==> src/common/sub_group_pkg.sv <==
// ------------------------------------------------
// Sub-group constants and vector types shared by
// the local interconnect and the tile banks
// ------------------------------------------------

package sub_group_pkg;

  // Masters and banks
  localparam int unsigned NumTiles    = 4;
  localparam int unsigned TileIdWidth = 2;

  // Words per bank are 2**RowWidth
  localparam int unsigned RowWidth    = 6;

  localparam int unsigned DataWidth   = 32;
  localparam int unsigned StrbWidth   = 4;

  typedef logic [TileIdWidth-1:0] tile_id_t;
  typedef logic [RowWidth-1:0]    row_addr_t;

  // Word address, bank index in the low bits
  typedef logic [TileIdWidth+RowWidth-1:0] tcdm_addr_t;

  typedef logic [DataWidth-1:0] data_t;
  typedef logic [StrbWidth-1:0] strb_t;

endpackage : sub_group_pkg

==> src/lic/lic_req_mux.sv <==
// ------------------------------------------------
// Request mux. Forwards the granted master's fields
// to each bank with the initiator tag
// ------------------------------------------------

module lic_req_mux
  import sub_group_pkg::*;
(
  input  tcdm_addr_t [NumTiles-1:0] req_addr_i,
  input  logic       [NumTiles-1:0] req_wen_i,
  input  data_t      [NumTiles-1:0] req_wdata_i,
  input  strb_t      [NumTiles-1:0] req_be_i,
  input  tile_id_t   [NumTiles-1:0] grant_i,
  output row_addr_t  [NumTiles-1:0] bank_row_o,
  output logic       [NumTiles-1:0] bank_wen_o,
  output data_t      [NumTiles-1:0] bank_wdata_o,
  output strb_t      [NumTiles-1:0] bank_be_o,
  output tile_id_t   [NumTiles-1:0] bank_ini_o
);

  for (genvar b = 0; b < NumTiles; b++) begin : gen_bank
    tcdm_addr_t sel_addr;

    assign sel_addr = req_addr_i[grant_i[b]];

    // Bank bits dropped, only the row reaches the bank
    assign bank_row_o[b]   = sel_addr[TileIdWidth +: RowWidth];
    assign bank_wen_o[b]   = req_wen_i[grant_i[b]];
    assign bank_wdata_o[b] = req_wdata_i[grant_i[b]];
    assign bank_be_o[b]    = req_be_i[grant_i[b]];

    // Granted index travels as the initiator tag
    assign bank_ini_o[b]   = grant_i[b];
  end : gen_bank

endmodule : lic_req_mux

==> config.mk <==
export PLATFORM = sky130hd
export DESIGN_NAME = lic_req_mux
export DESIGN_NICKNAME = d
export VERILOG_FILES = /design/src/common/sub_group_pkg.sv /design/src/lic/lic_req_mux.sv
export SDC_FILE = /design/constraint.sdc
export NUM_CORES = 1
export LEC_CHECK = 0
export ABC_AREA = 1
export BUFFER_PORTS_ARGS = -buffer_cell sky130_fd_sc_hd__buf_2
export CORE_AREA = 3 3 140 142
export DETAILED_ROUTE_END_ITERATION = 6
export DIE_AREA = 0 0 143 145
export PLACE_DENSITY = 0.71
export SYNTH_ARGS = -nofsm -noshare
export SYNTH_HDL_FRONTEND = slang
export SYNTH_SLANG_ARGS = --single-unit
==> constraint.sdc <==
create_clock -name vclk -period 1.95
set_input_delay 0.39 -clock vclk [all_inputs]
set_output_delay 0.39 -clock vclk [all_outputs]
set_load 0.01 [all_outputs]
# ---- After elaboration in Yosys (flattened, before gate mapping)
# Index checks and enable logic that the tools add are counted.
dict set report totals {
  regBits 0
  in_bits 188
  output_inout_bits 180
}
dict set report op_classes {
  order_cmp 4
  muxes 32
}
# cell count
set ops {}
lappend ops {{32-bit binary-select mux with 2-bit select} 4}
lappend ops {{32-bit two-way mux} 4}
lappend ops {{8-bit binary-select mux with 2-bit select} 4}
lappend ops {{4-bit binary-select mux with 2-bit select} 4}
lappend ops {{8-bit two-way mux} 4}
lappend ops {{4-bit two-way mux} 4}
lappend ops {{2-bit by 3-bit less-than comparator with 1-bit output, second input constant} 4}
lappend ops {{1-bit binary-select mux with 2-bit select} 4}
lappend ops {{1-bit two-way mux} 4}

# ---- Longest topological paths before layout
dict set report logic_depth {
  ltp_word 2
  mapped_depth 7
}

# ---- Worst setup path after synthesis
# No wires, ideal clock.
dict set report synth_path {
  kind {input-to-output}
  from {input grant_i[6] (netlist bit)}
  to {output bank_be_o[12] (netlist bit)}
  stages 6
  path_buffers 3
  t_arrival_ps 1031
  slack_ps 529
  path_cell_list {buf_2 -> buf_6 -> buf_2 -> nand2_1 -> nand3_1 -> nand2_1}
}
# item line
set synth_lines {}
lappend synth_lines {{start, declared} lic_req_mux.sv:13} ;# input tile_id_t [NumTiles-1:0] grant_i,
lappend synth_lines {{end, declared} lic_req_mux.sv:17} ;# output strb_t [NumTiles-1:0] bank_be_o,

==> metrics.csv <==
stage;metric;value;unit
sta;max_slew_margin;75.4;%
power_and_ir_drop;power_density;277;mW/mm²
sta;report.final.setup_viol;0;
route;met2_wirelength;14400;µm
global_routing;grt_usage;26.9;%
final_layout;synthToLayoutAreaGrowth;28.4;%
setup_path;cp.required;1560;ps
global_routing;antenna_found_initial;4;
final_layout;clock_buffer_count;0;
sta;tightestPinTransition;370;ps
yosys;synthTopCellsByCount;sky130_fd_sc_hd__nand2_1 (860), sky130_fd_sc_hd__nand3_1 (344), sky130_fd_sc_hd__inv_1 (172);
setup_path;cp-start-kind;input pin;
yosys;yosys-top-cells-area;sky130_fd_sc_hd__nand2_1 (51%), sky130_fd_sc_hd__nand3_1 (27%), sky130_fd_sc_hd__inv_1 (10%), sky130_fd_sc_hd__buf_2 (5.4%), sky130_fd_sc_hd__buf_6 (4.2%);
global_routing;largest_net_degree_at_the_start_of_global_routing;58;
yosys;synthesized_area_divided_by_synthesized_cell_count;4.25;µm²
placed_design;gp_routability_congestion;0.927;
yosys;yosysUniqueCellTypes;9;
route;met1Wirelength;11000;µm
sta;grt_setup_unrepaired;false;
route;wl_met3;3850;µm
power_and_ir_drop;power_leakage;5.54;nW
final_layout;layout.sequential_cells;0;
run;max_cap_viol_count;0;
yosys;netlist_instances;1504;
yosys;share_of_synthesized_area_occupied_by_flip_flops_and_latches;0;%
sta;totalNegativeSetupSlack;0;ps
final_layout;drive_gt1_share;22.4;%
yosys;synth.most_common_cell;sky130_fd_sc_hd__nand2_1;
final_layout;layout.area.seq;0;µm²
route;top_routing_layer_used;met5;
route;dr.pass1.iters;6;
route;routed-via-count;10656;
placed_design;dp_hpwl;21300;µm
yosys;mappedNetlistNets;1692;
clocking;post-cts-setup-buffers;0;
clocking;ctsHoldBuffers;0;
floorplan;floorplan.rows;50;
route;viasPerCell;5.31;
yosys;cell_type_with_the_largest_total_area_after_synthesis;sky130_fd_sc_hd__nand2_1;
route;drtIter0Drc;1013;
status;status;finished, final reports clean;
setup_path;worst-path-max-fanout;20;
route;drtAntennaViolNets;0;
floorplan;floorplan.die.width;143;µm
floorplan;chipHeight;145;µm
setup_path;crit_arrival;1350;ps
floorplan;ios;368;
floorplan;floorplan_core_area;0.0186;mm²
final_layout;post-route-util;44.1;%
global_routing;global_route.overflow_total;0;
yosys;post_synth_instance_area;0.00639;mm²
sta;fmax;576;MHz
sta;final_min_period_over_clock_period;89.0;%
placed_design;io_buffer_count;360;
sta;finalCriticalPeriod;1740;ps
setup_path;crit_path_end_kind;primary output;
yosys;top_area_cell_type_share_of_the_netlist_area;50.5;%
floorplan;initial_utilization;34.4;%
sta;maxSlewViolCount;0;
route;postRouteWirelength;30400;µm
route;routed_wire_length_per_instance;15.1;µm
floorplan;die_area;0.0207;mm²
yosys;ys_warn_count;0;
setup_path;timing.setup.critical_path_class;input pin to primary output;
global_routing;first_pass_grt_wire_length;46900;µm
final_layout;num-nets-final;1964;
power_and_ir_drop;peakVddDrop;0.121;mV
clocking;ctsResizeCount;0;
route;drt_drc_violations_left;0;
sta;hold_viol;0;
hold_path;min-delay-path-class;input pin to primary output;
global_routing;grt_pass1_vias;9481;
final_layout;n_antenna_cell;0;
[layout make-up]
cell class,instances,area (µm²)
inverter,180,676
timing repair buffer,390,2280
fill,2091,10400
tap,234,293
multi-input combinational,1204,4950
[worst paths after layout]
path                        start                to  slack [ps]  cells past startpoint
setup / recovery       grant_i[5]  bank_wdata_o[68]         210                      6
hold / removal    req_wdata_i[28]  bank_wdata_o[28]        1200                      6
[cell usage in the layout, fill, tap and decap left out, drive strengths merged]
cell type and n:
nand2 860, inv 180, buf 390, nand3 344
[where the power goes]
part	leakage, nW	total (mW)	switching, mW	internal [mW]
sequential	0	0	0	0
clock	0	0	0	0
combinational	5.54	2.27	1.43	0.840
[critical path: stages]
cell,delay (ps)
sky130_fd_sc_hd__buf_2,160
sky130_fd_sc_hd__inv_2,90
sky130_fd_sc_hd__buf_4,290
sky130_fd_sc_hd__nand3_1,110
sky130_fd_sc_hd__nand2_1,120
sky130_fd_sc_hd__buf_2,150
[layer usage]
metal  track usage, %  up-vias
li1                 -     5102
met1             33.9     4584
met2             46.4      850
met3             2.60      116
met4             10.8        4
met5                0        -
[per-stage QoR]
| stage | setup WS (ps) | cell area (µm²) | std cells | power (mW) | hold WS [ps] |
|---|---|---|---|---|---|
| after global placement | 236 | 8200 | 2008 | 2.21 | 1190 |
| final | 214 | 8200 | 2008 | 2.27 | 1200 |
| after global routing | 135 | 8200 | 2008 | 2.50 | 1240 |
| after detailed placement | 234 | 8200 | 2008 | 2.24 | 1200 |
| after CTS | 234 | 8200 | 2008 | 2.25 | 1200 |
| after floorplan | 529 | 6390 | 1504 | 1.39 | 872 |
[logic make-up after synthesis]
group | count (synthesis) | share of synthesized area (%)
buf+inv | 300 | 22.5
simple gates | 1204 | 77.5
(Power assumes the default switching activity.)
