$ cat config.mk
export PLATFORM = sky130hd
export DESIGN_NAME = lic_resp_xbar
export DESIGN_NICKNAME = d
export VERILOG_FILES = /design/src/common/sub_group_pkg.sv /design/src/lic/lic_resp_xbar.sv
export SDC_FILE = /design/constraint.sdc
export NUM_CORES = 1
export LEC_CHECK = 0
export BUFFER_PORTS_ARGS = -buffer_cell sky130_fd_sc_hd__buf_2
export CELL_PAD_IN_SITES_DETAIL_PLACEMENT = 1
export CELL_PAD_IN_SITES_GLOBAL_PLACEMENT = 1
export CORE_MARGIN = 10
export CORE_UTILIZATION = 35
export DETAILED_ROUTE_END_ITERATION = 8
export GPL_ROUTABILITY_DRIVEN = 0
export PLACE_DENSITY = 0.9
export SYNTH_ARGS = -nofsm -noshare
export SYNTH_HDL_FRONTEND = slang
export SYNTH_SLANG_ARGS = --single-unit
export TNS_END_PERCENT = 10
$ cat constraint.sdc
create_clock -name vclk -period 7.4
set_input_delay 1.48 -clock vclk [all_inputs]
set_output_delay 1.48 -clock vclk [all_outputs]
set_load 0.1 [all_outputs]
$ cat src/common/sub_group_pkg.sv
// ------------------------------------------------
// Sub-group constants and vector types shared by
// the local interconnect and the tile banks
// ------------------------------------------------

package sub_group_pkg;

  // Masters and banks
  localparam int unsigned NumTiles    = 4;
  localparam int unsigned TileIdWidth = 2;

  // Words per bank are 2**RowWidth
  localparam int unsigned RowWidth    = 6;

  localparam int unsigned DataWidth   = 32;
  localparam int unsigned StrbWidth   = 4;

  typedef logic [TileIdWidth-1:0] tile_id_t;
  typedef logic [RowWidth-1:0]    row_addr_t;

  // Word address, bank index in the low bits
  typedef logic [TileIdWidth+RowWidth-1:0] tcdm_addr_t;

  typedef logic [DataWidth-1:0] data_t;
  typedef logic [StrbWidth-1:0] strb_t;

endpackage : sub_group_pkg

$ cat src/lic/lic_resp_xbar.sv
// ------------------------------------------------
// Response crossbar. Routes bank read data back to
// the tagged initiator, lowest bank index first
// ------------------------------------------------

module lic_resp_xbar
  import sub_group_pkg::*;
(
  input  logic     [NumTiles-1:0] bank_valid_i,
  input  tile_id_t [NumTiles-1:0] bank_ini_i,
  input  data_t    [NumTiles-1:0] bank_rdata_i,
  output logic     [NumTiles-1:0] bank_ready_o,
  output logic     [NumTiles-1:0] resp_valid_o,
  output data_t    [NumTiles-1:0] resp_rdata_o,
  input  logic     [NumTiles-1:0] resp_ready_i
);

  // Selected bank per master
  tile_id_t [NumTiles-1:0] sel;

  for (genvar m = 0; m < NumTiles; m++) begin : gen_master
    tile_id_t sel_bank;
    logic     found;

    // Walk down so the lowest matching bank wins
    always_comb begin
      sel_bank = '0;
      found    = 1'b0;
      for (int b = NumTiles - 1; b >= 0; b--) begin
        if (bank_valid_i[b] && (bank_ini_i[b] == tile_id_t'(m))) begin
          sel_bank = tile_id_t'(b);
          found    = 1'b1;
        end
      end
    end

    assign sel[m]          = sel_bank;
    assign resp_valid_o[m] = found;
    assign resp_rdata_o[m] = bank_rdata_i[sel_bank];
  end : gen_master

  // Drained only when picked and the master takes it
  for (genvar b = 0; b < NumTiles; b++) begin : gen_bank
    assign bank_ready_o[b] = bank_valid_i[b] && resp_ready_i[bank_ini_i[b]] &&
                             (sel[bank_ini_i[b]] == tile_id_t'(b));
  end : gen_bank

endmodule : lic_resp_xbar

### Yosys cells after proc, flatten, opt, wreduce, memory -nomap -nowiden

Cells that the tools add are included.

* register bits: 0
* input bits: 144
* output and inout bits: 136
* logic and storage cells: 108

* $lt $le $gt $ge: 8
* equal/unequal tests: 15
* mux-type cells: 56
* reduce and logical (&&, ||, !) cells: 29

Operator list (number)
* $bmux 32 s2: 4
* $mux 32: 4
* $mux 2: 20
* $logic_and 1x1->1: 24
* $lt 2x3->1 const B: 8
* $eq 2x2->1 const B: 10
* $mux 1: 20
* $bmux 2 s2: 4
* $eq 2x1->1 const B: 5
* $logic_not 2->1: 5
* $bmux 1 s2: 4

### Depth between registers and ports, before layout

* word-level depth: 10
* gate-level depth with buffers: 8
* gate-level depth less buffers: 4

### Worst setup path before layout

No wires, ideal clock.

* path kind: input to output
* start point: input bank_ini_i[3] in the netlist's numbering
* end point: output bank_ready_o[3]
* arrival: 4506 ps
* data required time: 5920 ps
* setup slack: 1414 ps
* stages on the path: 5
* buffers on the path: 1
* cells stage by stage: clkbuf_1 -> and3b_1 -> nor4b_1 -> a31oi_1 -> o32ai_1

* cells in the longest elaborated chain, start to end: 8
* elaborated cells between the ends (all ways): 20
* those cells by class: 4 x eq/ne; 10 x mux; 6 x reduce/logical

RTL lines
* start: declaration: line lic_resp_xbar.sv:10 `input tile_id_t [NumTiles-1:0] bank_ini_i,`
* $eq 2x1->1 (tied with other cells): line lic_resp_xbar.sv:30 `if (bank_valid_i[b] && (bank_ini_i[b] == tile_id_t'(m))) begin`
* $logic_and 1x1->1: line lic_resp_xbar.sv:30
* $mux 2 (2 in series): line lic_resp_xbar.sv:30
* $bmux 2 s2 *: line lic_resp_xbar.sv:45 `(sel[bank_ini_i[b]] == tile_id_t'(b));`
* $mux 2 (not written as such) *: line lic_resp_xbar.sv:45
* $eq 2x2->1 *: line lic_resp_xbar.sv:45
* $logic_and 1x1->1 *: line lic_resp_xbar.sv:44 `assign bank_ready_o[b] = bank_valid_i[b] && resp_ready_i[bank_ini_i[b]] &&`
* end: declaration: line lic_resp_xbar.sv:12 `output logic [NumTiles-1:0] bank_ready_o,`

Mark *: on every way between the ends. The rest lies on a longest branch, timed or not. The select of a mux whose other input is x is not followed.

==> metrics.yaml <==
run_status:
  status: "finished clean"
die:
  fp.dieW_um: 135
  design.core.area_mm2: 0.0131
  initial_core_util_pct: 35.3
  core.rowCount: 42
  io-pin-count: 280
  die-height_um: 135
  die_area_mm2: 0.0183
grt:
  grt_start_max_net_pins: 65
  grt_antenna_before_repair: 1
  grt_usage_pct: 20.1
  via_count_of_the_first_global_routing_pass: 5723
  grt_first_pass_wirelength_mm: 31.0
  grt_overflow: 0
worst_setup_path:
  crit_slowest_cell: "a211o_4"
  critPathMaxStageDelay_ps: 670
  path_buf_inv: 3
  cp_top_delay_family: "buffers and inverters"
  worst_setup_path_start_kind: "primary input"
  cell_chain_of_the_critical_path: "buf_2 -> nor3b_1 -> a211o_4 -> buf_4 -> mux2i_1 -> mux2i_1 -> buf_2"
  critPathRequiredTime_ps: 5920
  setup.worst_path.end_class: "primary output"
  critical_path.max_fanout: 44
  cp.arrival_ps: 4090
  path_class: "primary input to primary output"
detailed_routing:
  wl_met1_mm: 7.83
  dr_wl_met3_mm: 1.66
  drt_pass1_iterations: 4
  post_drt_via_cell_ratio: 5.60
  first_iter_violations: 95
  via_count: 5145
  drt-total-wl_mm: 20.1
  drt-wirelength-per-cell_um: 21.9
  dr.max_layer_used: "met4"
  number_of_remaining_drc_errors: 0
  met2_length_mm: 10.3
  antenna_left: 0
synth:
  post_synth_num_cell_types: 37
  yosys-top-cells-area: "mux2i_1, buf_2, buf_4"
  synth_seq_area_share_pct: 0
  synthesis.yosys.warnings: 0
  yosysTopAreaCell: "mux2i_1"
  synthesis.area_per_instance_um2: 9.19
  mappedNetlistArea_mm2: 0.00464
  synth_fp_nets: 649
  post-synth-top-area-fraction_pct: 82.8
  synthCells: 505
final_layout:
  post_layout_net_count: 887
  area_growth_syn_to_layout_pct: 30.7
  n_sequential_cell: 0
  sequential_cell_area_um2: 0
  layout.cells.most_common: "mux2i_1"
  drive_gt1_share_pct: 40.5
  layout.core_utilization_pct: 46.2
  num-clock-buffers: 0
  fillers: 1646
  postLayoutCellArea_mm2: 0.00606
  commonest_non_fill_non_tap_cells_in_the_layout: "mux2i_1, buf_2, buf_4"
clocking:
  post_cts_resized: 0
  post_cts_setup_buffer_count: 0
  ctsHoldBuffers: 0
sta:
  timing.final.hold_violations: 0
  max-slew-margin-rel_pct: 26.6
  setup-tns-final_ps: 0
  fmaxAchievable_mhz: 180
  slew_violations: 0
  max_slew.worst_pin.slew_ps: 1100
  layout_min_cycle_time_ps: 5570
  number_of_setup_violations_in_the_final_report: 0
  setup_slack_ps: 1830
  final.period_utilization_pct: 75.3
  rsz_0062_raised_after_global_routing: "false"
worst_hold_path:
  min_path_type: "primary input to primary output"
placement:
  dpl_cell_area_mm2: 0.00606
  placement.setup.worst_slack_ps: 1850
  dpl.hpwl_mm: 16.4
  port-buffer-count: 280
power_and_ir_drop:
  power.density_mw_per_mm2: 185
  leakage_dissipation_nw: 4.29
  power.total_mw: 1.12
  power.ir.vdd_worst_mv: 0.102
flow_run:
  max_cap_violations: 0
-- synth_stat cells (all sizes together) (2+ instances only) --
master,count
or2,3
mux4,2
inv,3
buf,46
a211o,3
mux2i,384
nor2,5
and3,2
nand3b,4
clkbuf,6
nor4b,2
and3b,6
nand2,5
nand3,7
nor3b,3
or3b,2
o32ai,3
a21oi,4
-- layout make-up --
| class | instances | area [µm²] | area share [%] |
|---|---|---|---|
| Timing Repair Buffer | 288 | 1460 | 24.1 |
| Multi-Input combinational cell | 450 | 4370 | 72.0 |
| Antenna cell | 1 | 2.50 | 0.0413 |
| Inverter | 3 | 11.3 | 0.186 |
| Tap cell | 176 | 220 | 3.63 |
-- logic make-up after synthesis --
| group | share of synthesized area [%] |
|---|---|
| AO/OA/AOI/OAI | 2.89 |
| XOR/XNOR | 0.189 |
| buffers and inverters | 6.90 |
| multiplexers | 84.1 |
| AND/OR/NAND/NOR | 5.96 |
-- power breakdown --
group	switching [mW]	internal, mW
registers	0	0
clock network	0	0.0000000181
logic	0.896	0.228
total	0.896	0.228
-- routing by layer --
metal | up-vias | global-route usage, %
met5 | - | 0
met4 | 0 | 3.35
met1 | 2514 | 22.1
met3 | 22 | 6.08
met2 | 197 | 37.3
li1 | 2412 | -
-- stage by stage --
step	cells	hold slack [ps]
final	918	3490
after global routing	918	3530
after CTS	917	3500
after detailed placement	917	3500
after global placement	917	3480
after floorplan	505	3320
-- final timing paths --
kind,start,endpoint,slack [ps],depth (start not counted)
worst max-delay path,bank_ini_i[2],resp_rdata_o[19],1830,7
worst min-delay path,bank_valid_i[0],bank_ready_o[0],3490,3
(Power assumes the default switching activity.)
