<file path="src/common/sub_group_pkg.sv">
// ------------------------------------------------
// Sub-group constants and vector types shared by
// the local interconnect and the tile banks
// ------------------------------------------------

package sub_group_pkg;

  // Masters and banks
  localparam int unsigned NumTiles    = 4;
  localparam int unsigned TileIdWidth = 2;

  // Words per bank are 2**RowWidth
  localparam int unsigned RowWidth    = 6;

  localparam int unsigned DataWidth   = 32;
  localparam int unsigned StrbWidth   = 4;

  typedef logic [TileIdWidth-1:0] tile_id_t;
  typedef logic [RowWidth-1:0]    row_addr_t;

  // Word address, bank index in the low bits
  typedef logic [TileIdWidth+RowWidth-1:0] tcdm_addr_t;

  typedef logic [DataWidth-1:0] data_t;
  typedef logic [StrbWidth-1:0] strb_t;

endpackage : sub_group_pkg

</file>
<file path="src/rtl/tcdm_bank.sv">
// ------------------------------------------------
// Tile memory bank with byte-enable writes and a
// registered read response
// ------------------------------------------------

module tcdm_bank
  import sub_group_pkg::*;
(
  input  logic      clk_i,
  input  logic      arst_n_i,
  input  logic      valid_i,
  input  logic      wen_i,
  input  row_addr_t row_i,
  input  data_t     wdata_i,
  input  strb_t     be_i,
  input  tile_id_t  ini_i,
  output logic      ready_o,
  output logic      out_valid_o,
  output tile_id_t  out_ini_o,
  output data_t     out_rdata_o,
  input  logic      out_ready_i
);

  localparam int unsigned ByteWidth = DataWidth / StrbWidth;

  data_t    mem_q [2**RowWidth];
  logic     out_valid_q;
  tile_id_t out_ini_q;
  data_t    out_rdata_q;
  logic     wr_acc;
  logic     rd_acc;

  // Free when empty or drained this cycle
  assign ready_o = !out_valid_q || out_ready_i;
  assign wr_acc  = valid_i && ready_o && wen_i;
  assign rd_acc  = valid_i && ready_o && !wen_i;

  // ------------------------------------------------
  // Storage and response payload
  // ------------------------------------------------
  always_ff @(posedge clk_i) begin
    if (wr_acc) begin
      for (int i = 0; i < StrbWidth; i++) begin
        if (be_i[i]) begin
          mem_q[row_i][i*ByteWidth +: ByteWidth] <= wdata_i[i*ByteWidth +: ByteWidth];
        end
      end
    end
    if (rd_acc) begin
      out_rdata_q <= mem_q[row_i];
      out_ini_q   <= ini_i;
    end
  end

  always_ff @(posedge clk_i or negedge arst_n_i) begin
    if (!arst_n_i) begin
      out_valid_q <= 1'b0;
    end else if (rd_acc) begin
      out_valid_q <= 1'b1;
    end else if (out_ready_i) begin
      out_valid_q <= 1'b0;
    end
  end

  assign out_valid_o = out_valid_q;
  assign out_ini_o   = out_ini_q;
  assign out_rdata_o = out_rdata_q;

endmodule : tcdm_bank

</file>
<file path="config.mk">
export PLATFORM = sky130hd
export DESIGN_NAME = tcdm_bank
export DESIGN_NICKNAME = d
export VERILOG_FILES = /design/src/common/sub_group_pkg.sv /design/src/rtl/tcdm_bank.sv
export SDC_FILE = /design/constraint.sdc
export NUM_CORES = 2
export LEC_CHECK = 0
export CELL_PAD_IN_SITES_DETAIL_PLACEMENT = 2
export CELL_PAD_IN_SITES_GLOBAL_PLACEMENT = 2
export CORE_MARGIN = 3
export CORE_UTILIZATION = 53
export DETAILED_ROUTE_END_ITERATION = 12
export DONT_BUFFER_PORTS = 1
export PLACE_DENSITY_LB_ADDON = 0.1
export SLEW_MARGIN = 20
export SYNTH_ARGS = -nofsm -noshare
export SYNTH_HDL_FRONTEND = slang
export SYNTH_SLANG_ARGS = --single-unit
</file>
<file path="constraint.sdc">
create_clock -name clk_i -period 7.2 [get_ports clk_i]
set_input_delay 0.72 -clock clk_i [delete_from_list [all_inputs] [get_ports clk_i]]
set_output_delay 0.72 -clock clk_i [all_outputs]
set_load 0.01 [all_outputs]
</file>
==> impl_metrics.env, run 1 <==
export IMPL_number_of_synthesized_flops_with_an_enable_pin=2082
export IMPL_syn_mean_instance_area_um2=18.44
export IMPL_ys_ff_latch=2083
export IMPL_mappedNetlistNets=4389
export IMPL_flow_stopped_at="detailed placement"
export IMPL_error_message="[ERROR DPL-0033] detailed placement checks failed during check placement."
export IMPL_initial_core_util=0.5376
export IMPL_fp_dieH_um=394.6
export IMPL_outcome="did not finish"
export IMPL_dpl_hpwl_um=201300
export IMPL_ys_warnings_count=0
export IMPL_die_width_um=394.6
export IMPL_synthCells=4340
export IMPL_port_buffers=0
export IMPL_netlist_cell_type_count=57
export IMPL_number_of_primary_i_o_pins=85
export IMPL_num_rows=141
export IMPL_syn_area_um2=80040
export IMPL_gp_congestion=0.8589
export IMPL_asyncSetResetFlopFracSynth=0.0004801
export IMPL_synth_seq_area_share=0.7814
export IMPL_synth_flop_cell="sky130_fd_sc_hd__edfxtp_1"
==> synth_stat cells (9+ instances only) <==
cell	n	area share
sky130_fd_sc_hd__o221ai_1	32	0.0035
sky130_fd_sc_hd__o211ai_1	19	0.0018
sky130_fd_sc_hd__buf_1	23	0.0011
sky130_fd_sc_hd__mux2_2	109	0.015
sky130_fd_sc_hd__nand2_1	138	0.0065
sky130_fd_sc_hd__nor2_1	303	0.014
sky130_fd_sc_hd__buf_4	23	0.0022
sky130_fd_sc_hd__mux4_2	131	0.037
sky130_fd_sc_hd__a2bb2oi_1	13	0.0014
sky130_fd_sc_hd__a32oi_1	13	0.0014
sky130_fd_sc_hd__a22oi_1	262	0.025
sky130_fd_sc_hd__a221o_1	72	0.0090
sky130_fd_sc_hd__o21ai_0	43	0.0027
sky130_fd_sc_hd__clkbuf_1	166	0.0078
sky130_fd_sc_hd__mux2i_1	154	0.019
sky130_fd_sc_hd__buf_6	14	0.0020
sky130_fd_sc_hd__a221oi_1	212	0.023
sky130_fd_sc_hd__o2bb2ai_1	36	0.0039
sky130_fd_sc_hd__nand3b_1	13	0.0012
sky130_fd_sc_hd__nor3b_1	9	0.00084
sky130_fd_sc_hd__nand2b_1	9	0.00070
sky130_fd_sc_hd__o2111a_1	12	0.0017
sky130_fd_sc_hd__or3_1	13	0.0010
sky130_fd_sc_hd__a211o_1	12	0.0013
sky130_fd_sc_hd__edfxtp_1	2082	0.78
sky130_fd_sc_hd__nand4_1	45	0.0035
sky130_fd_sc_hd__a222oi_1	25	0.0031
sky130_fd_sc_hd__mux2_4	11	0.0021
sky130_fd_sc_hd__o22ai_1	114	0.0089
sky130_fd_sc_hd__buf_2	103	0.0064
sky130_fd_sc_hd__a21oi_1	36	0.0023
==> metrics by stage <==
stage / area, um2 / setup slack (ns) / hold WS, ns
after floorplan: 80040 / 4.348 / 0.4244
after global placement: 81660 / 2.756 / 0.4244
==> cell families after synthesis <==
group                  share of synthesized area
muxes                                    0.07394
buffers and inverters                    0.01957
and+or+nand+nor                          0.03256
AOI/OAI and AO/OA                        0.09255
DFF                                       0.7814
==> inputs of run 2 (changes only) <==
==> config.mk (replaced) <==
export PLATFORM = sky130hd
export DESIGN_NAME = tcdm_bank
export DESIGN_NICKNAME = d
export VERILOG_FILES = /design/src/common/sub_group_pkg.sv /design/src/rtl/tcdm_bank.sv
export SDC_FILE = /design/constraint.sdc
export NUM_CORES = 2
export LEC_CHECK = 0
export CORE_MARGIN = 3
export CORE_UTILIZATION = 40
export DETAILED_ROUTE_END_ITERATION = 12
export DONT_BUFFER_PORTS = 1
export PLACE_DENSITY_LB_ADDON = 0.15
export SLEW_MARGIN = 20
export SYNTH_ARGS = -nofsm -noshare
export SYNTH_HDL_FRONTEND = slang
export SYNTH_SLANG_ARGS = --single-unit
==> run 2 against run 1 <==
The flow now finishes without violations. Synthesized cell count unchanged. Area after synthesis unchanged.
==> impl_metrics.env, run 2 <==
export IMPL_outcome="finished clean"
export IMPL_clkLatencyLatePin_ns=0.85
export IMPL_timing_critical_path_fanout_max=147
export IMPL_critical_path_start_type="primary input"
export IMPL_critPathKind="primary input to flop"
export IMPL_worst_ep_arrival_time_ns=5.40
export IMPL_slowest_cell_on_the_critical_path="sky130_fd_sc_hd__buf_16"
export IMPL_finalPower_mw=25.20
export IMPL_count_of_clock_tree_sinks=2083
export IMPL_initial_core_util=0.4042
export IMPL_static_leak_nw=27.44
export IMPL_postRouteWirelength_um=271600
export IMPL_switching_power_mw=5.598
export IMPL_netSwitchingFraction=0.2222
export IMPL_ff_latch_area_um2=62550
export IMPL_dp_worst_setup_slack_ns=3.091
export IMPL_maxClockFrequency_mhz=205.1
export IMPL_cts_root_to_sink_buffers=3
export IMPL_drt_vias_per_instance=6.241
export IMPL_mappedNetlistNets=4389
export IMPL_synthCells=4340
export IMPL_syn_area_um2=80040
export IMPL_fp_dieArea_um2=205500
export IMPL_crit_path_cell_trace="buf_16, buf_16, buf_16, nor2_4, buf_4, a221oi_1, o211ai_1, a32oi_1, nand4_1"
export IMPL_first_global_vias=43390
export IMPL_reg2reg_depth=5
export IMPL_crit_required_ns=7.73
export IMPL_share_of_post_route_cells_with_drive_strength_above_1=0.1524
export IMPL_synth_largest_area_cell="sky130_fd_sc_hd__edfxtp_1"
export IMPL_core_area_um2=198000
export IMPL_worst_path_largest_cell_delay_ns=0.69
export IMPL_min_delay_path_class="primary input to async pin"
export IMPL_layout_setup_ws_ns=2.323
export IMPL_largest_register="mem_q"
export IMPL_grt_pass1_wl_um=370000
export IMPL_gp_congestion=0.8483
export IMPL_port_buffers=0
export IMPL_multiInputGateArea_um2=16130
export IMPL_worst_slew_margin_rel=0.2108
export IMPL_grt_overflow_total=0
export IMPL_final_hold_worst_slack_ns=0.07873
export IMPL_fin_crit_ns=4.877
export IMPL_cpLargestDelayFamily="buffers and inverters"
export IMPL_dr_first_iter_drc_count=6346
export IMPL_worst_pin_slew_ns=1.184
export IMPL_comb_power_share=0.052
export IMPL_cts_tree="yes"
export IMPL_met1_track_demand_over_resource_in_global_routing=0.3696
export IMPL_worstSetupEndpointType="flop"
export IMPL_synth_top_cells_by_area="sky130_fd_sc_hd__edfxtp_1 78%, sky130_fd_sc_hd__mux4_2 3.7%, sky130_fd_sc_hd__a22oi_1 2.5%, sky130_fd_sc_hd__a221oi_1 2.3%, sky130_fd_sc_hd__mux2i_1 1.9%"
export IMPL_number_of_primary_i_o_pins=85
export IMPL_use_met2=0.4041
export IMPL_layout_cells_most_common="sky130_fd_sc_hd__edfxtp_1"
export IMPL_postRouteAntennaNets=0
export IMPL_die_width_um=453.3
export IMPL_cts_clk_slew_worst_paths_ns=0.06
export IMPL_final_layout_fill_cell_count=16850
export IMPL_asyncSetResetFlopFracSynth=0.0004801
export IMPL_post_route_clock_period_utilization=0.6773
export IMPL_power_per_cell_area_nw_per_um2=279.6
export IMPL_clock_power_share=0.416
export IMPL_skew_ns=0.02347
export IMPL_final_hold_vio_count=0
export IMPL_antenna_found_initial=15
export IMPL_largest_register_ff_count=2048
export IMPL_largest_net_degree_at_the_start_of_global_routing=435
export IMPL_globalRouteTotalUtil=0.2612
export IMPL_avgRoutedWirePerCell_um=37.92
export IMPL_h_tree_depth=4
export IMPL_finalSetupViolations=0
export IMPL_drc=0
export IMPL_flow_area_growth_from_synthesis_pct=12.59
export IMPL_design_final_nets=4401
export IMPL_fin_tns_setup_ns=0
export IMPL_cts_buffers_inserted=215
export IMPL_dpl_hpwl_um=160000
export IMPL_rsz_0062_raised_after_global_routing="false"
export IMPL_number_of_synthesized_flops_with_an_enable_pin=2082
export IMPL_critical_path_top_cell_by_count="sky130_fd_sc_hd__buf_16"
export IMPL_cp_num_buf_inv=4
export IMPL_ff2ff_setup_slack_ns=3.77
export IMPL_synth_largest_type_area_fraction=0.7811
export IMPL_ys_ff_latch=2083
export IMPL_detailroute_via_count=44710
export IMPL_synth_flop_cell="sky130_fd_sc_hd__edfxtp_1"
export IMPL_clock_tree_root_cell="sky130_fd_sc_hd__clkbuf_16"
export IMPL_peakVddDrop_v=0.0002298
export IMPL_fp_dieH_um=453.3
export IMPL_syn_mean_instance_area_um2=18.44
export IMPL_synth_seq_area_share=0.7814
export IMPL_final_cell_mix="2082 x sky130_fd_sc_hd__edfxtp_1, 285 x sky130_fd_sc_hd__nor2_1, 262 x sky130_fd_sc_hd__a22oi_1"
export IMPL_r2r_end="mem_q[60][2]"
export IMPL_critical_path_reg2reg_startpoint="out_valid_o"
export IMPL_grt_met3_usage=0.05424
export IMPL_maxSlewViolCount=0
export IMPL_num_rows=163
export IMPL_max_cap_viol_count=0
export IMPL_detail_route_first_pass_iterations=9
export IMPL_cellInternalPower_mw=19.60
export IMPL_top_usage_layer="met2"
export IMPL_top_cells_by_instance_count_after_synthesis="2082 x sky130_fd_sc_hd__edfxtp_1, 303 x sky130_fd_sc_hd__nor2_1, 262 x sky130_fd_sc_hd__a22oi_1"
export IMPL_top_count_cell_post_synth="sky130_fd_sc_hd__edfxtp_1"
export IMPL_pwr_share_seq=0.532
export IMPL_ys_warnings_count=0
export IMPL_netlist_cell_type_count=57
==> run 2: cell counts after synthesis <==
Identical to the previous run, type by type.
==> run 2: how the worst max path moves through the flow <==
stage,start,end,slack (ns),cells past startpoint
2_1_floorplan,out_ready_i,out_ini_o[0],4.35,3
3_3_place_gp,row_i[1],mem_q[22][27],3.05,4
3_5_place_dp,row_i[2],mem_q[22][26],3.09,4
4_1_cts,out_valid_o,mem_q[61][6],3.64,5
5_1_grt,row_i[2],out_rdata_o[17],2.22,9
6_report,row_i[2],out_rdata_o[17],2.32,9
==> run 2: through the flow <==
stage          utilization  cell area, um2  instances
2_1_floorplan            -           80040       4340
3_3_place_gp        0.4165           82490       6718
3_5_place_dp        0.4166           82500       6718
4_1_cts             0.4540           89920       7148
5_1_grt             0.4550           90100       7155
6_report            0.4551           90120       7164
==> run 2: power by group through the flow <==
stage	clock, mW	combinational (mW)	sequential, mW
after floorplan	0	0.640	13.6
after global placement	0	0.922	13.7
after detailed placement	0	0.923	13.7
after CTS	10.6	1.17	13.4
after global routing	11.1	1.34	13.4
final	10.5	1.30	13.4
==> run 2: layout make-up <==
cell class                 count  share of cell area
timing repair buffer         124             0.01822
tap                         2640             0.03665
antenna                       10           0.0002777
multi-input combinational   1925              0.1790
inverter                       3           0.0001805
clock buffer                 282             0.06249
sequential                  2083              0.6940
clock inverter                97            0.009136
==> run 2: routing by layer <==
metal	wire, um	vias up	share of wire
li1	-	18140	-
met1	113400	23860	0.42
met2	125500	2334	0.46
met3	23450	372	0.086
met4	9256	0	0.034
met5	0	-	0
==> run 2: cell families after synthesis <==
logic type / Yosys count / share of synthesized area
buffers and inverters: 332 / 0.01957
AOI/OAI and AO/OA: 932 / 0.09255
DFF: 2083 / 0.7814
and+or+nand+nor: 585 / 0.03256
muxes: 408 / 0.07394
==> run 2: what timing repair did <==
| action | in CTS | in global routing |
|---|---|---|
| endpoints found under the setup margin | 0 | 0 |
| resized for setup | 0 | 0 |
| setup buffers | 0 | 0 |
| hold buffers | 51 | 0 |
| hold endpoints to repair | 1341 | 0 |
Power figures use the tool's default switching activity.
