**src/common/sub_group_pkg.sv**
```systemverilog
// ------------------------------------------------
// Sub-group constants and vector types shared by
// the local interconnect and the tile banks
// ------------------------------------------------

package sub_group_pkg;

  // Masters and banks
  localparam int unsigned NumTiles    = 4;
  localparam int unsigned TileIdWidth = 2;

  // Words per bank are 2**RowWidth
  localparam int unsigned RowWidth    = 6;

  localparam int unsigned DataWidth   = 32;
  localparam int unsigned StrbWidth   = 4;

  typedef logic [TileIdWidth-1:0] tile_id_t;
  typedef logic [RowWidth-1:0]    row_addr_t;

  // Word address, bank index in the low bits
  typedef logic [TileIdWidth+RowWidth-1:0] tcdm_addr_t;

  typedef logic [DataWidth-1:0] data_t;
  typedef logic [StrbWidth-1:0] strb_t;

endpackage : sub_group_pkg

```
**src/lic/lic_arbiter.sv**
```systemverilog
// ------------------------------------------------
// Per-bank round-robin arbiter of the local
// interconnect, also drives the master ready
// ------------------------------------------------

module lic_arbiter
  import sub_group_pkg::*;
(
  input  logic                      clk_i,
  input  logic                      arst_n_i,
  input  logic       [NumTiles-1:0] req_valid_i,
  input  tcdm_addr_t [NumTiles-1:0] req_addr_i,
  input  logic       [NumTiles-1:0] bank_ready_i,
  output logic       [NumTiles-1:0] bank_valid_o,
  output tile_id_t   [NumTiles-1:0] grant_o,
  output logic       [NumTiles-1:0] req_ready_o
);

  // Target bank of each master
  tile_id_t [NumTiles-1:0] tgt;

  for (genvar m = 0; m < NumTiles; m++) begin : gen_master
    assign tgt[m] = req_addr_i[m][TileIdWidth-1:0];
    assign req_ready_o[m] = bank_valid_o[tgt[m]] && bank_ready_i[tgt[m]] &&
                            (grant_o[tgt[m]] == tile_id_t'(m));
  end : gen_master

  for (genvar b = 0; b < NumTiles; b++) begin : gen_bank
    logic [NumTiles-1:0] match;
    tile_id_t            ptr_q;
    tile_id_t            grant;
    logic                valid;

    for (genvar m = 0; m < NumTiles; m++) begin : gen_match
      assign match[m] = req_valid_i[m] && (tgt[m] == tile_id_t'(b));
    end : gen_match

    // Walk down so the first requester at or after the pointer wins
    always_comb begin
      tile_id_t idx;
      grant = ptr_q;
      valid = 1'b0;
      for (int i = NumTiles - 1; i >= 0; i--) begin
        idx = tile_id_t'((int'(ptr_q) + i) % NumTiles);
        if (match[idx]) begin
          grant = idx;
          valid = 1'b1;
        end
      end
    end

    assign grant_o[b]      = grant;
    assign bank_valid_o[b] = valid;

    // Pointer moves one past the master that transferred
    always_ff @(posedge clk_i or negedge arst_n_i) begin
      if (!arst_n_i) begin
        ptr_q <= '0;
      end else if (valid && bank_ready_i[b]) begin
        ptr_q <= (grant == tile_id_t'(NumTiles - 1)) ? '0 : grant + 1'b1;
      end
    end
  end : gen_bank

endmodule : lic_arbiter

```
**config.mk**
```make
export PLATFORM = sky130hd
export DESIGN_NAME = lic_arbiter
export DESIGN_NICKNAME = d
export VERILOG_FILES = /design/src/common/sub_group_pkg.sv /design/src/lic/lic_arbiter.sv
export SDC_FILE = /design/constraint.sdc
export NUM_CORES = 1
export LEC_CHECK = 0
export BUFFER_PORTS_ARGS = -buffer_cell sky130_fd_sc_hd__buf_2
export CAP_MARGIN = 20
export CORE_MARGIN = 10
export CORE_UTILIZATION = 35
export CTS_BUF_LIST = sky130_fd_sc_hd__clkbuf_16
export DETAILED_ROUTE_END_ITERATION = 10
export GPL_ROUTABILITY_DRIVEN = 0
export GPL_TIMING_DRIVEN = 0
export SLEW_MARGIN = 20
export SYNTH_ARGS = -nofsm -noshare
export SYNTH_HDL_FRONTEND = slang
export SYNTH_SLANG_ARGS = --single-unit
export TNS_END_PERCENT = 5
```
**constraint.sdc**
```tcl
create_clock -name clk_i -period 3.2 [get_ports clk_i]
set_clock_uncertainty 0.1 [all_clocks]
set_input_delay 0.16 -clock clk_i [delete_from_list [all_inputs] [get_ports clk_i]]
set_output_delay 0.16 -clock clk_i [all_outputs]
set_load 0.02 [all_outputs]
```
Word level (Yosys, flattened, before mapping)
Cells that the tools add are included.
W data, S select, Z words.
- eq/ne operators: 19
- mux-type cells: 92
- div/mod/pow operators: 0
- $add $sub $neg: 16
- reduce and logical (&&, ||, !) cells: 33
- multiply operators: 0
- shift-type cells: 0
- bitwise gates (word level): 0
- magnitude comparators: 20
- operators by type and width (kind ; count):
    $lt A2 B3 Y1 const B ; 20
    $bmux W1 S2 ; 24
    $mux W2 ; 24
    $mux W1 ; 40
    $eq A2 B2 Y1 const B ; 14
    $logic_and A1 B1 Y1 ; 28
    $add A2 B1 Y2 const B ; 8
    $add A2 B2 Y2 const B ; 8
    $bmux W2 S2 ; 4
    $eq A2 B1 Y1 const B ; 5
    $logic_not A2 Y1 ; 5
- output and inout port bits: 16
- memory bits (read-only): 0
- bits in registers: 8
- memories kept: 0
- bits in writable memories: 0
- bits in latches: 0
- input bits: 42

Longest topological paths before layout
Gate-level depths: netlist of run 1.
- word-level depth: 12
- depth in mapped cells: 7

Worst setup path before layout of run 1
OpenSTA, ideal clock, no wires.
- path kind: register to output
- from: reg gen_bank[3].ptr_q[1]
- to: out req_ready_o[3]
- setup slack: 0.748 ns
- buffers on the path: 1
- arrival: 2.192 ns
- stages on the path, launching flop included: 6
- cell sequence: dfrtp_1 clkbuf_1 or3_1 a41oi_2 a221oi_1 nor4_1
- RTL lines (item ; line ; RTL):
    start, declared ; lic_arbiter.sv:30 ; tile_id_t ptr_q;
    start signal, assigned ; lic_arbiter.sv:60 ; ptr_q <= (grant == tile_id_t'(NumTiles - 1)) ? '0 : grant + 1'b1;
    end, declared ; lic_arbiter.sv:16 ; output logic [NumTiles-1:0] req_ready_o

Worst setup path after layout of run 1
- from: reg gen_bank[3].ptr_q[1]
- to: out req_ready_o[3]
- word-level cells in the longest chain between the ends: 11
- elaborated cells on any way between the ends: 26
- those cells by class: add/sub: 3; eq/ne: 1; mux: 20; reduce/logical: 2
- ends and longest elaborated chain (item ; line ; RTL):
    $add A2 B2 Y2 ; lic_arbiter.sv:44 ; idx = tile_id_t'((int'(ptr_q) + i) % NumTiles);
    $bmux W1 S2 ; lic_arbiter.sv:45 ; if (match[idx]) begin
    $mux W1 (implied by the code) ; lic_arbiter.sv:45 ;
    $mux W2 or $mux W1 (tied branches) (4 in series) ; lic_arbiter.sv:45 ;
    $bmux W2 S2 or $bmux W1 S2 (tied branches) ; lic_arbiter.sv:25, lic_arbiter.sv:24 ;
    $mux W2 (implied by the code) or $mux W1 (tied branches) ; lic_arbiter.sv:25, lic_arbiter.sv:24 ;
    $eq A2 B2 Y1 or $logic_and A1 B1 Y1 (tied branches) ; lic_arbiter.sv:25, lic_arbiter.sv:24 ;
    $logic_and A1 B1 Y1 (*) ; lic_arbiter.sv:24 ; assign req_ready_o[m] = bank_valid_o[tgt[m]] && bank_ready_i[tgt[m]] &&
Every way passes the cells marked *; elsewhere a longest branch is shown, timed or not. The select of a mux whose other input is x is not followed.

==> results of run 1 <==
==> layout by cell type, fill, tap and decap left out, types with 3 or more instances in the layout <==
| cell type | n |
|---|---|
| o22ai_1 | 4 |
| a31oi_1 | 8 |
| nand4_1 | 5 |
| o211ai_1 | 3 |
| inv_1 | 11 |
| nand3_1 | 8 |
| nand4b_1 | 3 |
| buf_4 | 7 |
| a311oi_1 | 5 |
| clkbuf_1 | 6 |
| and3b_1 | 4 |
| nor2_1 | 10 |
| nand2_1 | 15 |
| or2_2 | 3 |
| nand3b_1 | 7 |
| clkbuf_16 | 3 |
| o21ai_0 | 12 |
| a311o_1 | 3 |
| a21oi_1 | 8 |
| buf_2 | 39 |
| dfrtp_1 | 8 |
| nor3b_2 | 3 |
| nor3b_1 | 3 |
==> metal layers <==
layer,vias up,part of all wire,GRT usage
met2,60,0.45,0.196
met1,866,0.47,0.189
met3,2,0.082,0.0251
li1,899,-,-
met4,0,0.0019,0.0261
met5,-,0,0
==> power breakdown <==
| part | internal (mW) | switching, mW | total, mW |
|---|---|---|---|
| Combinational | 0.258 | 0.397 | 0.654 |
| Clock | 0.161 | 0.0439 | 0.205 |
| Sequential | 0.141 | 0.0384 | 0.179 |
==> worst register-to-register path: stages, from the launching register on <==
cell	delay [ns]
dfrtp_1	0.45
or4bb_1	0.63
o211ai_1	0.15
a21oi_1	0.19
xnor2_1	0.21
o21ai_0	0.10
==> area by class of cell <==
type	count	area, sq um	area share
Clock buffer	3	75.1	0.0393
Sequential cell	8	200	0.105
Tap cell	52	65.1	0.0340
Multi-Input combinational cell	165	1230	0.642
Timing Repair Buffer	32	165	0.0864
Buffer	23	138	0.0720
Inverter	11	41.3	0.0216
==> cells by family after synthesis <==
| group | Yosys count |
|---|---|
| and+or+nand+nor | 86 |
| xor gates and xnor gates | 2 |
| buffers and inverters | 34 |
| DFF | 8 |
| muxes | 2 |
| AOI/OAI and AO/OA | 75 |
==> final timing paths <==
| kind | start | endpoint | slack, ns | depth (start not counted) |
|---|---|---|---|---|
| setup / recovery | gen_bank[3].ptr_q[1]$_DFFE_PN0P_ | req_ready_o[3] | 0.57 | 6 |
| hold / removal | arst_n_i | gen_bank[2].ptr_q[0]$_DFFE_PN0P_ | 0.19 | 2 |
| setup reg to reg | gen_bank[1].ptr_q[0]$_DFFE_PN0P_ | gen_bank[1].ptr_q[1]$_DFFE_PN0P_ | 1.24 | 5 |
| hold reg to reg | gen_bank[3].ptr_q[0]$_DFFE_PN0P_ | gen_bank[3].ptr_q[0]$_DFFE_PN0P_ | 0.48 | 2 |
| max in group asynchronous | arst_n_i | gen_bank[0].ptr_q[0]$_DFFE_PN0P_ | 2.65 | 2 |
| min in group clk_i | bank_ready_i[2] | gen_bank[2].ptr_q[0]$_DFFE_PN0P_ | 0.19 | 3 |
==> flow_metrics.py, run 1 <==
metrics = {
    "yosys": {
        "synthAdderAreaFrac": 0,
        "synthFlopType": "dfrtp_1",
        "synth-simple-area-share": 0.356,
        "synth_edf_count": 0,
        "synthXorXnorAreaFrac": 0.0109,
        "synth_top_area_frac": 0.125,
        "synth_compound_area_frac": 0.369,
        "netlist_instances": 207,
        "synth_area_leader_cell": "dfrtp_1",
        "synth-seq-cells": 8,
        "synth_area_leaders": "dfrtp_1 (12%), o21ai_0 (3.7%), nand2_1 (3.5%)",
        "async_flop_share": 1.00,
        "synth_top_family_by_area": "compound AO/OA/AOI/OAI gates",
        "ys_warn_count": 0,
        "synthTopCellsByCount": "nand2_1 (15), o21ai_0 (12), inv_1 (11)",
        "yosys-mux-area-fraction": 0.0280,
        "syn-num-nets": 249,
        "yosys.cell_count.top_type": "nand2_1",
        "synth_area_sq_um": 1610,
        "yosysSeqAreaShare": 0.125,
        "yosysUniqueCellTypes": 65,
        "synth_area_per_cell_sq_um": 7.76,
    },
    "final_layout": {
        "fillCellCount": 448,
        "nets": 286,
        "final_area_sq_um": 1910,
        "fin_cells": 294,
        "area.growth.synth_to_final_pct": 19.0,
        "top_register": "gen_bank.ptr_q",
        "drive_gt1_frac": 0.289,
        "n_antenna_cell": 0,
        "final_util": 0.433,
        "reg_top3": "gen_bank.ptr_q: 8 flops",
        "largest_reg_flops": 8,
    },
    "clocking": {
        "clock_sinks": 8,
        "clk_pin_slew_ns": 0.04,
        "cts_max_level": 1,
        "clk_path_buf_depth": 2,
        "cts_hold_buf": 1,
        "post-cts-setup-buffers": 0,
        "numCtsBuffers": 3,
        "cts_resized": 0,
        "cts_tree": "done",
        "cts_root_buffer": "clkbuf_16",
        "insertion_delay_ns": 0.23,
    },
    "grt": {
        "grt_overflow_total": 0,
        "grt_antenna_before_repair": 0,
        "grt_max_degree": 11,
        "grt_pass1_vias": 1687,
        "gr-usage-all-layers": 0.131,
        "grt_first_pass_wirelength_um": 8470,
    },
    "sta": {
        "slew_headroom": 0.478,
        "max_clock_freq_ghz": 0.380,
        "setup_viol": 0,
        "hold_viol": 0,
        "rsz0062_at_grt": "false",
        "whs_ns": 0.190,
        "setup_slack_ns": 0.570,
        "tightest_slew_ns": 0.774,
        "fin_crit_sh": 0.822,
        "fin_setup_tns_ns": 0,
        "final_max_slew_viol_count": 0,
        "finalCriticalPeriod_ns": 2.63,
    },
    "place": {
        "portBuffers": 31,
        "dpl_worst_slack_ns": 0.770,
        "place_area_sq_um": 1830,
        "place_hpwl_um": 4020,
        "dp.cells": 290,
    },
    "route": {
        "avgRoutedWirePerCell_um": 17.7,
        "vias_per_cell": 6.21,
        "ant_nets": 0,
        "num_vias": 1827,
        "routed_wl_um": 5200,
        "first_pass_iters": 4,
        "initialDrtViolationCount": 196,
        "drc": 0,
    },
    "setup_path": {
        "critical_path.top_delay_family": "simple AND/OR/NAND/NOR gates",
        "worstPathArrival_ns": 2.37,
        "crit_path_top_delay_cell": "or3_1",
        "crit_path_max_incr_delay_ns": 0.43,
        "endpoint_kind": "output pin",
        "cp_data_required_time_ns": 2.94,
        "critPathMaxFanout": 9,
        "crit_type": "register to output pin",
        "start_kind": "register",
        "crit_chain": "clkbuf_1, or3_1, a41oi_2, a221oi_1, nor4_1, buf_2",
        "worst-path-buf-inv": 2,
    },
    "die": {
        "start_util": 0.364,
        "die_w_um": 87.8,
        "design.core.area_sq_um": 4410,
        "num_io_pins": 58,
        "fp.dieArea_sq_um": 7700,
        "rows": 24,
        "die_y_um": 87.8,
    },
    "power": {
        "finalPower_mw": 1.04,
        "powerDensity_nw_per_um2": 543,
        "p_leak_nw": 0.804,
        "ir_drop_v": 0.000483,
    },
    "outcome": {
        "status": "complete, no violations",
    },
    "worst_hold_path": {
        "hp-class": "input port to async pin",
    },
    "run": {
        "maxCapViolCount": 0,
    },
}
Power figures use the tool's default switching activity.
==> run 2: changes to the inputs <==
ABC_AREA = 1   (was default)
clock period = 2.43 ns   (was 3.2 ns; I/O delays follow)
==> run 2 against run 1 <==
Effect of this change:
- flip-flop and latch count unchanged
- first-iteration DRC count increased by 5.1%
- non-clock buffer count decreased by 8
- die area increased by 13%
- clock power increased by 46%
- critical endpoint is now req_ready_o[1]
==> flow_metrics.py, run 2 <==
metrics = {
    "final_layout": {
        "final_common_cell": "nand2_1",
        "drive_gt1_frac": 0.251,
        "nets": 455,
        "fillCellCount": 580,
        "top_register": "gen_bank.ptr_q",
        "reg_top3": "gen_bank.ptr_q: 8 flops",
        "area.growth.synth_to_final_pct": 26.7,
        "largest_reg_flops": 8,
        "mostFrequentLayoutCells": "nand2_1 (149), nand3_1 (49), inv_1 (35)",
        "n_antenna_cell": 0,
    },
    "sta": {
        "final_max_slew_viol_count": 0,
        "fin_setup_tns_ns": 0,
        "tightest_slew_ns": 0.314,
        "hold_viol": 0,
        "fin_crit_sh": 0.943,
        "slew_headroom": 0.791,
        "finalCriticalPeriod_ns": 2.29,
        "setup_viol": 0,
        "rsz0062_at_grt": "true",
        "max_clock_freq_ghz": 0.436,
    },
    "yosys": {
        "yosysUniqueCellTypes": 29,
        "yosysSeqAreaShare": 0.107,
        "synth_area_leader_cell": "nand2_1",
        "async_flop_share": 1.00,
        "synth_area_sq_um": 1880,
        "synthTopCellsByCount": "nand2_1 (157), nand3_1 (52), inv_1 (38)",
        "ys_warn_count": 0,
        "syn-num-nets": 412,
        "netlist_instances": 370,
        "synth-seq-cells": 8,
        "yosys.cell_count.top_type": "nand2_1",
        "synth_area_leaders": "nand2_1 (31%), nand3_1 (14%), dfrtp_1 (11%)",
        "synth_edf_count": 0,
        "synthFlopType": "dfrtp_1",
        "synth_area_per_cell_sq_um": 5.07,
        "synth_top_area_frac": 0.314,
    },
    "setup_path": {
        "critical_path.top_delay_family": "simple AND/OR/NAND/NOR gates",
        "worstPathArrival_ns": 2.07,
        "critPathMaxFanout": 10,
        "r2r_cells": 12,
        "crit_path_top_delay_cell": "dfrtp_1",
        "crit_type": "register to output pin",
        "crit_path_max_incr_delay_ns": 0.36,
        "endpoint_kind": "output pin",
        "worst-path-buf-inv": 4,
        "crit_path_frequent_cell": "nand2_1",
        "crit_cells": 15,
        "start_kind": "register",
        "crit_chain": "buf_6, inv_6, nand3_1, nand2_1, nand2_1, nand2_1, inv_1, o21ai_2, nand3_2, nand2_4, nand2_1, nand2_1, nand2_1, nor3_2, buf_4",
        "cp_data_required_time_ns": 2.21,
    },
    "clocking": {
        "clock_sinks": 8,
        "clk_pin_slew_ns": 0.04,
        "numCtsBuffers": 3,
        "insertion_delay_ns": 0.24,
        "cts_tree": "done",
        "cts_root_buffer": "clkbuf_16",
        "cts_max_level": 1,
        "clk_path_buf_depth": 2,
    },
    "place": {
        "portBuffers": 32,
        "place_hpwl_um": 4980,
    },
    "grt": {
        "gr-usage-all-layers": 0.142,
        "grt_pass1_vias": 2289,
        "grt_overflow_total": 0,
        "grt_max_degree": 11,
        "grt_first_pass_wirelength_um": 10200,
        "grt_antenna_before_repair": 0,
    },
    "power": {
        "p_leak_nw": 1.37,
        "finalPower_mw": 4.55,
        "ir_drop_v": 0.00104,
        "powerDensity_nw_per_um2": 1910,
    },
    "route": {
        "first_pass_iters": 5,
        "avgRoutedWirePerCell_um": 12.9,
        "routed_wl_um": 6210,
        "drc": 0,
        "num_vias": 2437,
        "initialDrtViolationCount": 206,
        "vias_per_cell": 5.07,
        "ant_nets": 0,
    },
    "outcome": {
        "status": "complete, no violations",
    },
    "die": {
        "die_w_um": 93.2,
        "num_io_pins": 58,
        "rows": 26,
        "start_util": 0.365,
        "fp.dieArea_sq_um": 8690,
        "die_y_um": 93.2,
        "design.core.area_sq_um": 5140,
    },
    "worst_hold_path": {
        "hp-class": "input port to register",
        "min_path_cells": 3,
    },
    "run": {
        "maxCapViolCount": 0,
    },
}
## run 2: worst paths after layout
path,end,slack [ns],start
max in group asynchronous,gen_bank[0].ptr_q[1]$_DFFE_PN0P_,1.83,arst_n_i
min in group asynchronous,gen_bank[3].ptr_q[1]$_DFFE_PN0P_,0.18,arst_n_i
worst max-delay path,req_ready_o[1],0.14,gen_bank[0].ptr_q[0]$_DFFE_PN0P_
worst max register to register,gen_bank[1].ptr_q[1]$_DFFE_PN0P_,0.56,gen_bank[1].ptr_q[0]$_DFFE_PN0P_
worst min register to register,gen_bank[0].ptr_q[1]$_DFFE_PN0P_,0.49,gen_bank[0].ptr_q[1]$_DFFE_PN0P_
worst min-delay path,gen_bank[0].ptr_q[1]$_DFFE_PN0P_,0.12,bank_ready_i[0]
## run 2: logic make-up after synthesis
family                 Yosys count  synth area share
buffers and inverters           53             0.123
flip-flops                       8             0.107
XOR/XNOR                         3            0.0180
AO/OA/AOI/OAI                   39             0.141
AND/OR/NAND/NOR                267             0.611
## run 2: where the power goes
| group | switching, mW | internal, mW |
|---|---|---|
| sequential | 0.0892 | 0.213 |
| clock | 0.0851 | 0.214 |
| combinational | 2.52 | 1.43 |
## run 2: through the flow
step	setup WS (ns)	hold WS, ns	instances	cell area (sq um)	util
after detailed placement	0.265	-0.101	472	2120	0.413
after global placement	0.270	-0.0978	472	2120	0.413
after CTS	0.00683	0.117	476	2210	0.430
final	0.139	0.116	481	2380	0.462
after global routing	-0.0208	0.133	481	2380	0.462
after floorplan	0.381	-0.274	370	1880	-
## run 2: worst min-delay path, delay by kind of cell
kind                   cells  cell delay (ns)
and+or+nand+nor            1             0.11
buffers and inverters      1             0.10
AOI/OAI and AO/OA          1             0.08
## run 2: final cells by class
type	count	area, sq um	area share
Tap cell	70	87.6	0.0369
Multi-Input combinational cell	309	1530	0.643
Inverter	44	173	0.0727
Buffer	9	86.3	0.0363
Clock buffer	3	75.1	0.0316
Timing Repair Buffer	38	221	0.0932
Sequential cell	8	204	0.0858
## run 2: per-layer routing
metal | share of wire | wire, um | vias to the layer above | GRT usage
li1 | - | - | 1264 | -
met1 | 0.43 | 2700 | 1087 | 0.181
met2 | 0.47 | 2930 | 79 | 0.232
met3 | 0.082 | 511 | 7 | 0.0320
met4 | 0.012 | 76 | 0 | 0.0437
met5 | 0 | 0 | - | 0
## run 2: repair_timing
item / 4_1_cts / 5_1_grt
gates resized for setup: 0 / 44
setup buffers: 0 / 5
hold buffers: 1 / 0
hold endpoints to repair: 8 / 0
endpoints found under the setup margin: 0 / 4
==> run 3: changes to the inputs <==
ABC_AREA = default   (was 1)
clock period = 2.2 ns   (was 2.43 ns; I/O delays follow)
==> run 3 against run 2 <==
Effect of this change:
- the run now ends with negative setup slack left
- routed wire length decreased by 14%
- worst setup slack got worse by 0.23 ns
- design area decreased by 12%
- largest cell class unchanged
- cell count decreased by 38%
==> flow_metrics.py, run 3 (synthesized netlist as in run 1, its figures left out) <==
metrics = {
    "outcome": {
        "status": "finished with violations",
        "violations": "negative setup slack",
    },
    "grt": {
        "grt_max_degree": 11,
        "grt_antenna_before_repair": 0,
        "grt_first_pass_wirelength_um": 8540,
        "gr-usage-all-layers": 0.135,
        "grt_overflow_total": 0,
        "grt_pass1_vias": 1668,
    },
    "setup_path": {
        "worst-path-buf-inv": 1,
        "start_kind": "register",
        "crit_path_top_delay_cell": "or4bb_4",
        "crit_chain": "or4bb_4, o211ai_1, a21oi_2, a221oi_2, nor4_2, buf_4",
        "critical_path.top_delay_family": "simple AND/OR/NAND/NOR gates",
        "endpoint_kind": "output pin",
        "worstPathArrival_ns": 2.08,
        "critPathMaxFanout": 7,
        "crit_path_max_incr_delay_ns": 0.58,
        "crit_type": "register to output pin",
        "cp_data_required_time_ns": 1.99,
    },
    "sta": {
        "slew_headroom": 0.599,
        "fin_crit_sh": 1.04,
        "setup_viol": 4,
        "rsz0062_at_grt": "true",
        "final_max_slew_viol_count": 0,
        "hold_viol": 0,
        "setup_slack_ns": -0.0869,
        "tightest_slew_ns": 0.599,
        "max_clock_freq_ghz": 0.437,
        "finalCriticalPeriod_ns": 2.29,
    },
    "clocking": {
        "cts_root_buffer": "clkbuf_16",
        "cts_max_level": 1,
        "clk_pin_slew_ns": 0.03,
        "cts_tree": "done",
        "insertion_delay_ns": 0.23,
        "clk_path_buf_depth": 2,
        "clock_sinks": 8,
        "numCtsBuffers": 3,
    },
    "final_layout": {
        "n_antenna_cell": 0,
        "top_register": "gen_bank.ptr_q",
        "fillCellCount": 451,
        "final_common_cell": "buf_2",
        "area.growth.synth_to_final_pct": 29.5,
        "mostFrequentLayoutCells": "buf_2 (36), buf_4 (18), nand2_1 (13)",
        "final_util": 0.471,
        "drive_gt1_frac": 0.405,
        "reg_top3": "gen_bank.ptr_q: 8 flops",
        "nets": 291,
        "largest_reg_flops": 8,
    },
    "power": {
        "finalPower_mw": 1.62,
        "powerDensity_nw_per_um2": 776,
        "ir_drop_v": 0.000554,
        "p_leak_nw": 0.871,
    },
    "die": {
        "num_io_pins": 58,
        "die_w_um": 87.8,
        "start_util": 0.364,
        "rows": 24,
        "die_y_um": 87.8,
        "fp.dieArea_sq_um": 7700,
        "design.core.area_sq_um": 4410,
    },
    "route": {
        "first_pass_iters": 4,
        "avgRoutedWirePerCell_um": 18.0,
        "drc": 0,
        "ant_nets": 0,
        "routed_wl_um": 5370,
        "vias_per_cell": 6.15,
        "initialDrtViolationCount": 125,
        "num_vias": 1839,
    },
    "place": {
        "dpl_worst_slack_ns": -0.187,
        "portBuffers": 31,
        "place_hpwl_um": 4080,
    },
    "worst_hold_path": {
        "hp-class": "input port to register",
    },
    "run": {
        "maxCapViolCount": 0,
    },
}
-- run 3: layout make-up --
class,count,area [sq um],share of cell area
Inverter,11,41.3,0.0198
Multi-Input combinational cell,165,1320,0.636
Tap cell,52,65.1,0.0313
Buffer,20,134,0.0643
Clock buffer,3,75.1,0.0361
Timing Repair Buffer,40,236,0.114
Sequential cell,8,206,0.0992
-- run 3: report_power, final --
| part | internal, mW | total, mW | switching [mW] | leakage [nW] |
|---|---|---|---|---|
| Clock | 0.234 | 0.300 | 0.0662 | 0.0370 |
| Sequential | 0.213 | 0.321 | 0.108 | 0.0894 |
| Combinational | 0.434 | 0.995 | 0.561 | 0.744 |
-- run 3: stage by stage --
stage	instances	hold slack, ns	cell area (sq um)	setup TNS [ns]
2_1_floorplan	207	-0.286	1610	-0.00581
3_3_place_gp	290	-0.143	1830	-0.386
3_5_place_dp	290	-0.143	1830	-0.435
4_1_cts	295	0.152	2000	-0.434
5_1_grt	299	0.148	2080	-0.597
6_report	299	0.130	2080	-0.285
-- run 3: worst paths after layout --
check,startpoint,end,slack [ns],depth (start not counted)
hold / removal,bank_ready_i[0],gen_bank[0].ptr_q[1]$_DFFE_PN0P_,0.13,3
setup / recovery,gen_bank[1].ptr_q[0]$_DFFE_PN0P_,req_ready_o[3],-0.09,6
hold reg to reg,gen_bank[3].ptr_q[0]$_DFFE_PN0P_,gen_bank[3].ptr_q[0]$_DFFE_PN0P_,0.47,2
max in group asynchronous,arst_n_i,gen_bank[0].ptr_q[0]$_DFFE_PN0P_,1.68,2
min in group asynchronous,arst_n_i,gen_bank[2].ptr_q[0]$_DFFE_PN0P_,0.15,2
setup reg to reg,gen_bank[1].ptr_q[0]$_DFFE_PN0P_,gen_bank[1].ptr_q[1]$_DFFE_PN0P_,0.28,6
-- run 3: layer usage --
| metal | vias to the layer above | track usage | share of wire |
|---|---|---|---|
| met1 | 859 | 0.189 | 0.46 |
| met5 | - | 0 | 0 |
| met4 | 0 | 0.0377 | 0.0082 |
| met3 | 7 | 0.0269 | 0.077 |
| met2 | 68 | 0.204 | 0.46 |
| li1 | 905 | - | - |
-- run 3: worst min-delay path, cell delays in order --
cell and delay, ns:
buf_2 0.11, o41ai_4 0.10, a21oi_1 0.08
-- run 3: what timing repair did --
item | 4_1_cts | 5_1_grt
hold buffers | 1 | 0
cloned | 0 | 0
endpoints found under the setup margin | 4 | 4
gates resized for setup | 18 | 14
pin swaps | 8 | 6
buffers inserted | 3 | 5
hold endpoints to repair | 8 | 0
